**src/rtl/pcpu_cfg.svh**
```systemverilog
`ifndef PCPU_CFG_SVH
`define PCPU_CFG_SVH

//////////////////////////////////////////////////
// core configuration
//////////////////////////////////////////////////

// first fetch after reset
`define PCPU_RESET_PC    32'h0000_0000

// common entry for every exception and interrupt
`define PCPU_EXC_VECTOR  32'h0000_0180

// external interrupt inputs, irq[k] maps to Status bit 10+k
`define PCPU_IRQ_LINES   6

`endif
```
**src/rtl/pcpu_isa_pkg.sv**
```systemverilog
package pcpu_isa_pkg;

	//////////////////////////////////////////////////
	// basic widths
	//////////////////////////////////////////////////

	typedef logic [31:0] word_t;     // data or address
	typedef logic [4:0]  reg_idx_t;  // gpr or cp0 number

	// instruction fields, r-type layout
	typedef struct packed {
		logic [5:0] opcode;
		reg_idx_t   rs;
		reg_idx_t   rt;
		reg_idx_t   rd;
		logic [4:0] shamt;  // unused by the subset
		logic [5:0] funct;
	} inst_t;

	//////////////////////////////////////////////////
	// encodings
	//////////////////////////////////////////////////

	typedef enum logic [5:0] {
		OP_RTYPE = 6'h00,
		OP_J     = 6'h02,
		OP_BEQ   = 6'h04,
		OP_ADDI  = 6'h08,
		OP_ANDI  = 6'h0c,
		OP_ORI   = 6'h0d,
		OP_LUI   = 6'h0f,
		OP_COP0  = 6'h10,
		OP_LW    = 6'h23,
		OP_SW    = 6'h2b
	} opcode_t;

	typedef enum logic [5:0] {
		FN_SYSCALL = 6'h0c,
		FN_ERET    = 6'h18,  // cop0 co format
		FN_ADD     = 6'h20,
		FN_ADDU    = 6'h21,
		FN_SUB     = 6'h22,
		FN_AND     = 6'h24,
		FN_OR      = 6'h25,
		FN_SLT     = 6'h2a
	} funct_t;

	// rs field of cop0 instructions
	localparam reg_idx_t COP0_MF = 5'b00000;
	localparam reg_idx_t COP0_MT = 5'b00100;
	localparam reg_idx_t COP0_CO = 5'b10000;

	typedef enum logic [4:0] {
		EXC_INT = 5'd0,
		EXC_SYS = 5'd8,
		EXC_RI  = 5'd10,
		EXC_OV  = 5'd12
	} exc_code_t;

	typedef enum logic [4:0] {
		CP0_STATUS = 5'd12,
		CP0_CAUSE  = 5'd13,
		CP0_EPC    = 5'd14
	} cp0_reg_t;

endpackage

```
**src/rtl/pcpu_pipe_pkg.sv**
```systemverilog
package pcpu_pipe_pkg;
	import pcpu_isa_pkg::*;

	typedef enum logic [2:0] {
		ALU_ADD,
		ALU_SUB,
		ALU_AND,
		ALU_OR,
		ALU_SLT,
		ALU_LUI   // b[15:0] into upper half
	} alu_op_t;

	typedef enum logic [1:0] {
		FWD_RF,     // value read in id
		FWD_EXMEM,  // producer one ahead
		FWD_MEMWB   // producer two ahead
	} fwd_sel_t;

	//////////////////////////////////////////////////
	// decoded control
	//////////////////////////////////////////////////

	typedef struct packed {
		alu_op_t alu_op;
		logic    use_imm;   // operand b from immediate
		logic    sign_ext;
		logic    ovf_trap;
		logic    reg_we;
		logic    mem_rd;
		logic    mem_wr;
		logic    branch;
		logic    jump;
		logic    mfc0;
		logic    mtc0;
		logic    eret;
		logic    syscall;
		logic    reserved;
		logic    dst_rd;    // rd when set, else rt
	} ctrl_t;

	//////////////////////////////////////////////////
	// stage registers
	//////////////////////////////////////////////////

	typedef struct packed {
		logic  valid;
		word_t pc;
		inst_t inst;
	} if_id_t;

	typedef struct packed {
		logic     valid;
		word_t    pc;
		ctrl_t    ctrl;
		reg_idx_t rs;
		reg_idx_t rt;
		reg_idx_t dst;
		reg_idx_t cp0_sel;
		word_t    rs_data;
		word_t    rt_data;
		word_t    imm;      // already extended
	} id_ex_t;

	typedef struct packed {
		logic     valid;
		word_t    pc;
		ctrl_t    ctrl;
		reg_idx_t dst;
		reg_idx_t cp0_sel;
		word_t    result;     // alu out, also mem address
		word_t    store_data; // forwarded rt, sw and mtc0
		logic     ovf;
	} ex_mem_t;

	typedef struct packed {
		logic     valid;
		logic     reg_we;
		reg_idx_t dst;
		word_t    data;
	} mem_wb_t;

endpackage

```
**src/rtl/pcpu.sv**
```systemverilog
`timescale 1ns/1ns
`include "pcpu_cfg.svh"

module pcpu (
	input  logic                       clk,
	input  logic                       rst_n,
	input  pcpu_isa_pkg::word_t        inst_data,
	input  pcpu_isa_pkg::word_t        mem_data_in,
	input  logic [`PCPU_IRQ_LINES-1:0] irq,
	output pcpu_isa_pkg::word_t        inst_addr,
	output pcpu_isa_pkg::word_t        mem_addr,
	output pcpu_isa_pkg::word_t        mem_data,
	output logic                       mem_we
);
	import pcpu_isa_pkg::*;
	import pcpu_pipe_pkg::*;

	word_t    pc_q;
	if_id_t   if_id_q;
	id_ex_t   id_ex_q;
	ex_mem_t  ex_mem_q;
	mem_wb_t  mem_wb_q;

	ctrl_t    id_ctrl;
	word_t    id_inst;
	word_t    id_rs_data;
	word_t    id_rt_data;
	word_t    id_imm;
	word_t    jmp_target;
	id_ex_t   id_ex_d;
	logic     id_uses_rt;
	logic     jmp_taken;
	logic     hz_stall;
	logic     stall;

	fwd_sel_t fwd_a;
	fwd_sel_t fwd_b;
	word_t    ex_a;
	word_t    ex_b_reg;  // forwarded rt
	word_t    alu_y;
	word_t    br_target;
	logic     alu_ovf;
	logic     br_taken;

	word_t    mem_result;
	word_t    cp0_rd;
	word_t    redirect_pc;
	logic     take_exc;
	logic     cp0_redirect;
	logic     ovf_trap;
	logic     mem_fwd_we;
	mem_wb_t  mem_wb_d;
	logic     wb_we;

	//////////////////////////////////////////////////
	// if
	//////////////////////////////////////////////////

	assign inst_addr = pc_q;

	always_ff @(posedge clk) begin
		if (!rst_n) pc_q <= `PCPU_RESET_PC;
		else if (cp0_redirect) pc_q <= redirect_pc;  // oldest redirect first
		else if (br_taken) pc_q <= br_target;
		else if (jmp_taken) pc_q <= jmp_target;
		else if (!stall) pc_q <= pc_q + 32'd4;
	end

	always_ff @(posedge clk) begin
		if (!rst_n || cp0_redirect || br_taken || jmp_taken) begin
			if_id_q.valid <= 1'b0;  // wrong path
		end else if (!stall) begin
			if_id_q.valid <= 1'b1;
			if_id_q.pc    <= pc_q;
			if_id_q.inst  <= inst_data;
		end
	end

	//////////////////////////////////////////////////
	// id
	//////////////////////////////////////////////////

	assign id_inst    = if_id_q.inst;
	assign id_imm     = id_ctrl.sign_ext ? {{16{id_inst[15]}}, id_inst[15:0]}
		: {16'h0000, id_inst[15:0]};
	assign jmp_target = {if_id_q.pc[31:28], id_inst[25:0], 2'b00};
	assign id_uses_rt = !id_ctrl.use_imm || id_ctrl.mem_wr;  // sw reads rt too
	assign stall      = hz_stall && if_id_q.valid;
	assign jmp_taken  = if_id_q.valid && id_ctrl.jump && !stall;

	pcpu_decoder i_decoder (
		.inst (id_inst),
		.ctrl (id_ctrl)
	);

	pcpu_regfile i_regfile (
		.clk     (clk),
		.rst_n   (rst_n),
		.rs_idx  (if_id_q.inst.rs),
		.rt_idx  (if_id_q.inst.rt),
		.we      (wb_we),
		.wr_idx  (mem_wb_q.dst),
		.wr_data (mem_wb_q.data),
		.rs_data (id_rs_data),
		.rt_data (id_rt_data)
	);

	always_comb begin
		id_ex_d.valid   = if_id_q.valid;
		id_ex_d.pc      = if_id_q.pc;
		id_ex_d.ctrl    = id_ctrl;
		id_ex_d.rs      = if_id_q.inst.rs;
		id_ex_d.rt      = if_id_q.inst.rt;
		id_ex_d.dst     = id_ctrl.dst_rd ? if_id_q.inst.rd : if_id_q.inst.rt;
		id_ex_d.cp0_sel = if_id_q.inst.rd;  // cp0 number for mfc0/mtc0
		id_ex_d.rs_data = id_rs_data;
		id_ex_d.rt_data = id_rt_data;
		id_ex_d.imm     = id_imm;
	end

	always_ff @(posedge clk) begin
		if (!rst_n || cp0_redirect || br_taken || stall) id_ex_q.valid <= 1'b0;  // bubble
		else id_ex_q <= id_ex_d;
	end

	//////////////////////////////////////////////////
	// ex
	//////////////////////////////////////////////////

	pcpu_hazard i_hazard (
		.id_rs      (if_id_q.inst.rs),
		.id_rt      (if_id_q.inst.rt),
		.id_uses_rt (id_uses_rt),
		.ex_rs      (id_ex_q.rs),
		.ex_rt      (id_ex_q.rt),
		.ex_is_load (id_ex_q.valid && id_ex_q.ctrl.mem_rd),
		.ex_rd      (id_ex_q.dst),
		.mem_rd     (ex_mem_q.dst),
		.mem_we     (mem_fwd_we),
		.wb_rd      (mem_wb_q.dst),
		.wb_we      (wb_we),
		.fwd_a      (fwd_a),
		.fwd_b      (fwd_b),
		.stall      (hz_stall)
	);

	always_comb begin
		case (fwd_a)
			FWD_EXMEM: ex_a = mem_result;
			FWD_MEMWB: ex_a = mem_wb_q.data;
			default:   ex_a = id_ex_q.rs_data;
		endcase
		case (fwd_b)
			FWD_EXMEM: ex_b_reg = mem_result;
			FWD_MEMWB: ex_b_reg = mem_wb_q.data;
			default:   ex_b_reg = id_ex_q.rt_data;
		endcase
	end

	pcpu_alu i_alu (
		.op  (id_ex_q.ctrl.alu_op),
		.a   (ex_a),
		.b   (id_ex_q.ctrl.use_imm ? id_ex_q.imm : ex_b_reg),
		.y   (alu_y),
		.ovf (alu_ovf)
	);

	// beq decided here and two younger slots dropped
	assign br_taken  = id_ex_q.valid && id_ex_q.ctrl.branch && (ex_a == ex_b_reg);
	assign br_target = id_ex_q.pc + 32'd4 + {id_ex_q.imm[29:0], 2'b00};

	always_ff @(posedge clk) begin
		if (!rst_n || cp0_redirect) begin
			ex_mem_q.valid <= 1'b0;
		end else begin
			ex_mem_q.valid      <= id_ex_q.valid;
			ex_mem_q.pc         <= id_ex_q.pc;
			ex_mem_q.ctrl       <= id_ex_q.ctrl;
			ex_mem_q.dst        <= id_ex_q.dst;
			ex_mem_q.cp0_sel    <= id_ex_q.cp0_sel;
			ex_mem_q.result     <= alu_y;
			ex_mem_q.store_data <= ex_b_reg;
			ex_mem_q.ovf        <= alu_ovf;
		end
	end

	//////////////////////////////////////////////////
	// mem / wb
	//////////////////////////////////////////////////

	assign ovf_trap   = ex_mem_q.valid && ex_mem_q.ctrl.ovf_trap && ex_mem_q.ovf;
	assign mem_fwd_we = ex_mem_q.valid && ex_mem_q.ctrl.reg_we;
	assign mem_result = ex_mem_q.ctrl.mfc0 ? cp0_rd : ex_mem_q.result;

	pcpu_cp0 i_cp0 (
		.clk         (clk),
		.rst_n       (rst_n),
		.irq         (irq),
		.mem_stage   (ex_mem_q),
		.ovf_trap    (ovf_trap),
		.take_exc    (take_exc),
		.redirect    (cp0_redirect),
		.redirect_pc (redirect_pc),
		.rd_data     (cp0_rd)
	);

	// faulting instruction is cancelled along with the younger ones
	assign mem_we   = ex_mem_q.valid && ex_mem_q.ctrl.mem_wr && !take_exc;
	assign mem_addr = ex_mem_q.result;
	assign mem_data = ex_mem_q.store_data;

	always_comb begin
		mem_wb_d.valid  = ex_mem_q.valid && !take_exc;
		mem_wb_d.reg_we = ex_mem_q.ctrl.reg_we;
		mem_wb_d.dst    = ex_mem_q.dst;
		mem_wb_d.data   = ex_mem_q.ctrl.mem_rd ? mem_data_in : mem_result;
	end

	always_ff @(posedge clk) begin
		if (!rst_n) mem_wb_q.valid <= 1'b0;
		else mem_wb_q <= mem_wb_d;
	end

	assign wb_we = mem_wb_q.valid && mem_wb_q.reg_we;

endmodule

```
**src/rtl/pcpu_cp0.sv**
```systemverilog
`timescale 1ns/1ns
`include "pcpu_cfg.svh"

module pcpu_cp0 (
	input  logic                        clk,
	input  logic                        rst_n,
	input  logic [`PCPU_IRQ_LINES-1:0]  irq,
	input  pcpu_pipe_pkg::ex_mem_t      mem_stage,
	input  logic                        ovf_trap,
	output logic                        take_exc,
	output logic                        redirect,
	output pcpu_isa_pkg::word_t         redirect_pc,
	output pcpu_isa_pkg::word_t         rd_data
);
	import pcpu_isa_pkg::*;

	logic                       ie;
	logic                       exl;
	logic [`PCPU_IRQ_LINES-1:0] im;
	logic [`PCPU_IRQ_LINES-1:0] ip;        // cause.ip, follows irq
	exc_code_t                  exc_code;
	word_t                      epc;
	exc_code_t                  cause_d;
	logic                       int_pend;
	logic                       eret_go;
	logic                       mtc0_go;
	word_t                      status_word;
	word_t                      cause_word;

	//////////////////////////////////////////////////
	// recognition, instruction in mem only
	//////////////////////////////////////////////////

	assign int_pend = mem_stage.valid && ie && !exl && |(irq & im);
	assign take_exc = int_pend || ovf_trap ||
		(mem_stage.valid && (mem_stage.ctrl.reserved || mem_stage.ctrl.syscall));
	assign eret_go  = mem_stage.valid && mem_stage.ctrl.eret && !take_exc;
	assign mtc0_go  = mem_stage.valid && mem_stage.ctrl.mtc0 && !take_exc;

	always_comb begin
		if (int_pend) cause_d = EXC_INT;  // interrupt ranks first
		else if (mem_stage.ctrl.reserved) cause_d = EXC_RI;
		else if (mem_stage.ctrl.syscall) cause_d = EXC_SYS;
		else cause_d = EXC_OV;
	end

	assign redirect    = take_exc || eret_go;
	assign redirect_pc = take_exc ? `PCPU_EXC_VECTOR : epc;

	//////////////////////////////////////////////////
	// state
	//////////////////////////////////////////////////

	always_ff @(posedge clk) begin
		if (!rst_n) begin
			ie       <= 1'b0;
			exl      <= 1'b0;
			im       <= '0;
			ip       <= '0;
			exc_code <= EXC_INT;
		end else begin
			ip <= irq;
			if (take_exc) begin
				exl      <= 1'b1;  // masks further interrupts
				exc_code <= cause_d;
			end else if (eret_go) begin
				exl <= 1'b0;
			end else if (mtc0_go && mem_stage.cp0_sel == CP0_STATUS) begin
				im  <= mem_stage.store_data[10 +: `PCPU_IRQ_LINES];
				exl <= mem_stage.store_data[1];
				ie  <= mem_stage.store_data[0];
			end
		end
	end

	always_ff @(posedge clk) begin
		if (take_exc) begin
			epc <= mem_stage.pc;  // faulting or interrupted pc
		end else if (mtc0_go && mem_stage.cp0_sel == CP0_EPC) begin
			epc <= mem_stage.store_data;
		end
	end

	// mfc0 read port
	always_comb begin
		status_word                            = '0;
		status_word[10 +: `PCPU_IRQ_LINES]     = im;
		status_word[1]                         = exl;
		status_word[0]                         = ie;
		cause_word                             = '0;
		cause_word[10 +: `PCPU_IRQ_LINES]      = ip;
		cause_word[6:2]                        = exc_code;
		case (mem_stage.cp0_sel)
			CP0_STATUS: rd_data = status_word;
			CP0_CAUSE:  rd_data = cause_word;
			CP0_EPC:    rd_data = epc;
			default:    rd_data = '0;
		endcase
	end

endmodule

```
**src/rtl/pcpu_hazard.sv**
```systemverilog
`timescale 1ns/1ns

module pcpu_hazard (
	input  pcpu_isa_pkg::reg_idx_t  id_rs,
	input  pcpu_isa_pkg::reg_idx_t  id_rt,
	input  logic                    id_uses_rt,
	input  pcpu_isa_pkg::reg_idx_t  ex_rs,
	input  pcpu_isa_pkg::reg_idx_t  ex_rt,
	input  logic                    ex_is_load,
	input  pcpu_isa_pkg::reg_idx_t  ex_rd,
	input  pcpu_isa_pkg::reg_idx_t  mem_rd,
	input  logic                    mem_we,
	input  pcpu_isa_pkg::reg_idx_t  wb_rd,
	input  logic                    wb_we,
	output pcpu_pipe_pkg::fwd_sel_t fwd_a,
	output pcpu_pipe_pkg::fwd_sel_t fwd_b,
	output logic                    stall
);
	import pcpu_isa_pkg::*;
	import pcpu_pipe_pkg::*;

	// youngest producer wins and $0 is never forwarded
	function automatic fwd_sel_t pick(
		input reg_idx_t src,
		input reg_idx_t m_rd,
		input logic     m_we,
		input reg_idx_t w_rd,
		input logic     w_we
	);
		if (src == '0) begin
			return FWD_RF;
		end else if (m_we && m_rd == src) begin
			return FWD_EXMEM;
		end else if (w_we && w_rd == src) begin
			return FWD_MEMWB;
		end
		return FWD_RF;
	endfunction

	assign fwd_a = pick(ex_rs, mem_rd, mem_we, wb_rd, wb_we);
	assign fwd_b = pick(ex_rt, mem_rd, mem_we, wb_rd, wb_we);

	// load data only exists in mem so the consumer waits one cycle
	assign stall = ex_is_load && (ex_rd != '0) &&
		((ex_rd == id_rs) || (id_uses_rt && ex_rd == id_rt));

endmodule

```
**src/rtl/pcpu_alu.sv**
```systemverilog
`timescale 1ns/1ns

module pcpu_alu (
	input  pcpu_pipe_pkg::alu_op_t op,
	input  pcpu_isa_pkg::word_t    a,
	input  pcpu_isa_pkg::word_t    b,
	output pcpu_isa_pkg::word_t    y,
	output logic                   ovf
);
	import pcpu_isa_pkg::*;
	import pcpu_pipe_pkg::*;

	word_t sum;
	word_t diff;

	assign sum  = a + b;
	assign diff = a - b;

	always_comb begin
		ovf = 1'b0;
		case (op)
			ALU_ADD: begin
				y   = sum;
				ovf = (a[31] == b[31]) && (sum[31] != a[31]);  // like signs, sign flipped
			end
			ALU_SUB: begin
				y   = diff;
				ovf = (a[31] != b[31]) && (diff[31] != a[31]);
			end
			ALU_AND: y = a & b;
			ALU_OR:  y = a | b;
			ALU_SLT: y = {31'b0, $signed(a) < $signed(b)};
			ALU_LUI: y = {b[15:0], 16'h0000};
			default: y = '0;
		endcase
	end

endmodule

```
**src/rtl/pcpu_regfile.sv**
```systemverilog
`timescale 1ns/1ns

module pcpu_regfile (
	input  logic                  clk,
	input  logic                  rst_n,
	input  pcpu_isa_pkg::reg_idx_t rs_idx,
	input  pcpu_isa_pkg::reg_idx_t rt_idx,
	input  logic                  we,
	input  pcpu_isa_pkg::reg_idx_t wr_idx,
	input  pcpu_isa_pkg::word_t    wr_data,
	output pcpu_isa_pkg::word_t    rs_data,
	output pcpu_isa_pkg::word_t    rt_data
);
	import pcpu_isa_pkg::*;

	word_t regs [32];
	logic  wr_live;  // $0 never written

	assign wr_live = we && (wr_idx != '0);

	always_ff @(posedge clk) begin
		if (!rst_n) begin
			for (int i = 0; i < 32; i++) begin
				regs[i] <= '0;
			end
		end else if (wr_live) begin
			regs[wr_idx] <= wr_data;
		end
	end

	// wb result seen by id in the same cycle
	assign rs_data = (wr_live && wr_idx == rs_idx) ? wr_data : regs[rs_idx];
	assign rt_data = (wr_live && wr_idx == rt_idx) ? wr_data : regs[rt_idx];

endmodule

```
**src/rtl/pcpu_decoder.sv**
```systemverilog
`timescale 1ns/1ns

module pcpu_decoder (
	input  pcpu_isa_pkg::word_t  inst,
	output pcpu_pipe_pkg::ctrl_t ctrl
);
	import pcpu_isa_pkg::*;
	import pcpu_pipe_pkg::*;

	inst_t   f;   // field view
	opcode_t op;
	funct_t  fn;

	assign f  = inst;
	assign op = opcode_t'(f.opcode);
	assign fn = funct_t'(f.funct);

	always_comb begin
		ctrl        = '0;
		ctrl.alu_op = ALU_ADD;
		case (op)
			OP_RTYPE: begin
				ctrl.dst_rd = 1'b1;
				ctrl.reg_we = 1'b1;
				case (fn)
					FN_ADD:  ctrl.ovf_trap = 1'b1;
					FN_ADDU: ctrl.alu_op = ALU_ADD;  // same adder, no trap
					FN_SUB: begin
						ctrl.alu_op   = ALU_SUB;
						ctrl.ovf_trap = 1'b1;
					end
					FN_AND:  ctrl.alu_op = ALU_AND;
					FN_OR:   ctrl.alu_op = ALU_OR;
					FN_SLT:  ctrl.alu_op = ALU_SLT;
					FN_SYSCALL: begin
						ctrl.reg_we  = 1'b0;
						ctrl.syscall = 1'b1;
					end
					default: ctrl.reserved = 1'b1;
				endcase
			end
			OP_ADDI: begin
				ctrl.use_imm  = 1'b1;
				ctrl.sign_ext = 1'b1;
				ctrl.ovf_trap = 1'b1;
				ctrl.reg_we   = 1'b1;
			end
			OP_ANDI: begin
				ctrl.alu_op  = ALU_AND;
				ctrl.use_imm = 1'b1;  // zero extended
				ctrl.reg_we  = 1'b1;
			end
			OP_ORI: begin
				ctrl.alu_op  = ALU_OR;
				ctrl.use_imm = 1'b1;
				ctrl.reg_we  = 1'b1;
			end
			OP_LUI: begin
				ctrl.alu_op  = ALU_LUI;
				ctrl.use_imm = 1'b1;
				ctrl.reg_we  = 1'b1;
			end
			OP_LW: begin
				ctrl.use_imm  = 1'b1;  // base + offset
				ctrl.sign_ext = 1'b1;
				ctrl.mem_rd   = 1'b1;
				ctrl.reg_we   = 1'b1;
			end
			OP_SW: begin
				ctrl.use_imm  = 1'b1;
				ctrl.sign_ext = 1'b1;
				ctrl.mem_wr   = 1'b1;
			end
			OP_BEQ: begin
				ctrl.branch   = 1'b1;
				ctrl.sign_ext = 1'b1;  // word offset
			end
			OP_J: ctrl.jump = 1'b1;
			OP_COP0: begin
				// sub-op lives in rs
				if (f.rs == COP0_MF) begin
					ctrl.mfc0   = 1'b1;
					ctrl.reg_we = 1'b1;  // into rt
				end else if (f.rs == COP0_MT) begin
					ctrl.mtc0 = 1'b1;
				end else if (f.rs == COP0_CO && fn == FN_ERET) begin
					ctrl.eret = 1'b1;
				end else begin
					ctrl.reserved = 1'b1;
				end
			end
			default: ctrl.reserved = 1'b1;
		endcase
		// unknown words leave no trace in state
		if (ctrl.reserved) begin
			ctrl.reg_we = 1'b0;
			ctrl.mem_wr = 1'b0;
		end
	end

endmodule

```
**config.mk**
```make
export PLATFORM = sky130hd
export DESIGN_NAME = pcpu
export DESIGN_NICKNAME = d
export VERILOG_FILES = /design/src/rtl/pcpu_isa_pkg.sv /design/src/rtl/pcpu_pipe_pkg.sv /design/src/rtl/pcpu.sv /design/src/rtl/pcpu_cp0.sv /design/src/rtl/pcpu_hazard.sv /design/src/rtl/pcpu_alu.sv /design/src/rtl/pcpu_regfile.sv /design/src/rtl/pcpu_decoder.sv
export VERILOG_INCLUDE_DIRS = /design/src /design/src/rtl
export SDC_FILE = /design/constraint.sdc
export NUM_CORES = 2
export LEC_CHECK = 0
export BUFFER_PORTS_ARGS = -buffer_cell sky130_fd_sc_hd__clkbuf_2
export CORE_UTILIZATION = 50
export CTS_BUF_LIST = sky130_fd_sc_hd__clkbuf_8 sky130_fd_sc_hd__clkbuf_16
export CTS_CLUSTER_DIAMETER = 120
export CTS_CLUSTER_SIZE = 28
export DETAILED_ROUTE_END_ITERATION = 10
export GPL_TIMING_DRIVEN = 0
export HOLD_SLACK_MARGIN = 0.15
export PLACE_DENSITY = 0.66
export SETUP_SLACK_MARGIN = 0.05
export SYNTH_ARGS = -nofsm -noshare
export SYNTH_HDL_FRONTEND = slang
export SYNTH_HIERARCHICAL = 1
export SYNTH_SLANG_ARGS = --single-unit
```
**constraint.sdc**
```tcl
create_clock -name clk -period 21 [get_ports clk]
set_input_delay 3.15 -clock clk [delete_from_list [all_inputs] [get_ports clk]]
set_output_delay 3.15 -clock clk [all_outputs]
set_load 0.01 [all_outputs]
```
==> metrics.cfg <==
[route]
wl_mm = 306
drt_iter0_markers = 8565
final_antenna_net_count = 0
viasPerCell = 6.68
drcViolationCount = 0
drtPass1Iterations = 8
num_vias = 57600
avgRoutedWirePerCell_um = 35.5

[sta]
final_hold_viol_count = 0
drv_slew = 22
period_share = 0.392
rsz0062_at_grt = no
min_period_ns = 8.22
slew_headroom = -0.0320
finClkSkew_ns = 0.0834
fmax_mhz = 122
tightest_slew_ns = 1.55
finalSetupViolCount = 0
fin_hold_ws_ns = 0.423

[place]
gpl.final_weighted_congestion = 1.05
hpwlAfterDp_mm = 238
port_buffers = 168

[grt]
grt_pass1_wl_mm = 421
grt_overflow = 0
grt_max_degree = 86
grt_antenna_before_repair = 11
grt_use_total = 0.370
grt_pass1_vias = 55200

[cts]
cts_root_buf = clkbuf_16
worstSkewPairLatency_ns = 0.78
cts_sinks = 1469
cts_made_buffers = 59
clk_pin_slew_ns = 0.12
htree_levels = 2
cts.path.max_buffers = 3
cts-hold-fix-buffers = 0
cts_tree = yes
cts_setup_buffers = 0
ctsResizeCount = 0

[final_layout]
fin_nets = 6663
final_util = 0.546
drive_gt1_frac = 0.182
area_growth_syn_to_layout_pct = 8.20
fillers = 13600

[power]
power.total_w = 0.00648
peakVddDrop_mv = 0.0762
leakagePower_nw = 31.8
cellPowerDensity_nw_per_um2 = 73.8

[logic_synthesis]
synthCells = 6111
synth.avg_cell_area_um2 = 13.3
synth.cell_area_um2 = 81100
yosysWarnings = 6

[setup_path]
crit_top_cell = clkbuf_2
end_kind = output pin
worstPathCellList = clkbuf_2 > a22oi_1 > a31oi_4 > nor2_4 > clkbuf_1 > inv_1 > and3b_1 > clkbuf_2
crit_required_ns = 17.85
cp_max_fo = 10
critPathArrivalTime_ns = 5.07
slowest_delay_ns = 0.42
slowest_stage = clkbuf_1
critPathKind = primary input to output pin
critPathLaunchType = primary input

[floorplanning]
initial_utilization = 0.504
rows = 147
die_area_um2 = 164000
core-area_um2 = 161000
pin_count = 169
dieHeight_um = 405
chipWidth_um = 405

[status]
violations = capacitance limit, slew limit
outcome = finished, violations left

[hold_path]
hold_class = flop to flop

[job]
drv_cap = 2

==> state kept, by name (all words and copies together), names as in the netlist, 32 cells and up <==
name,count
ex_mem_q,53
mem_addr,32
id_ex_d,48
inst_addr,32
mem_data,32
id_ex_q,143
mem_wb_q,39
i_regfile/regs,1024
i_cp0/epc,32
==> critical path, delay by kind of cell <==
| kind | cells | cell delay (ns) |
|---|---|---|
| AOI/OAI and AO/OA | 2 | 0.55 |
| buffers and inverters | 4 | 0.85 |
| and+or+nand+nor | 2 | 0.51 |
==> path summary, 6_finish.rpt <==
path                start      endpoint  slack, ns  cells after the start
max                irq[2]        mem_we      12.78                      8
min          id_ex_d[157]  id_ex_q[157]       0.42                      0
max reg2reg  ex_mem_q[73]  mem_addr[25]      13.30                     23
min reg2reg  id_ex_d[157]  id_ex_q[157]       0.42                      0
==> report_power, final <==
group	leakage (nW)	switching (W)	internal [W]
clock	0.870	0.000940	0.000523
sequential	14.8	0.000163	0.00339
combinational	16.1	0.000928	0.000528
total	31.8	0.00203	0.00444
==> stage by stage <==
step / TNS (ns) / std cells / worst slack [ns] / area, µm²
2_1_floorplan: 0 / 6142 / 5.93 / 81200
3_3_place_gp: -71.52 / 8470 / -0.593 / 84700
3_5_place_dp: 0 / 8529 / 12.81 / 86100
4_1_cts: 0 / 8613 / 12.80 / 87700
5_1_grt: 0 / 8613 / 12.67 / 87700
6_report: 0 / 8615 / 12.78 / 87700
==> metal layers <==
layer / global-route usage / wire length, µm
met1: 0.476 / 110000
met3: 0.0756 / 34300
met2: 0.592 / 142000
met5: 0.00535 / 165
met4: 0.197 / 19500
==> placed cells by master, fill, tap and decap left out, types with 38 or more instances in the layout <==
cell type / count
a211oi_1: 46
a21oi_1: 145
and2_1: 1069
buf_2: 75
buf_4: 122
clkbuf_1: 359
clkbuf_16: 59
clkbuf_2: 174
dfxtp_1: 53
edfxtp_1: 1416
ha_1: 158
inv_1: 176
mux2_2: 60
mux2i_1: 87
mux4_2: 510
nand2_1: 259
nand3_1: 52
nand3b_1: 44
nor2_1: 205
nor3_1: 38
o211ai_1: 48
o21ai_0: 196
o22ai_1: 255
or4_1: 71
xnor2_1: 62
xor2_1: 58
==> layout make-up <==
class	count	area (µm²)	share of cell area
clock inverters	24	165	0.00188
clock buffers	60	1490	0.0170
inverters	162	613	0.00699
repair buffers	227	1790	0.0204
well taps	2160	2700	0.0308
flip-flops and latches	1469	43600	0.497
multi-input cells	3923	34600	0.394
diodes	2	5.00	0.0000571
plain buffers	588	2810	0.0320
(Power assumes the default switching activity.)
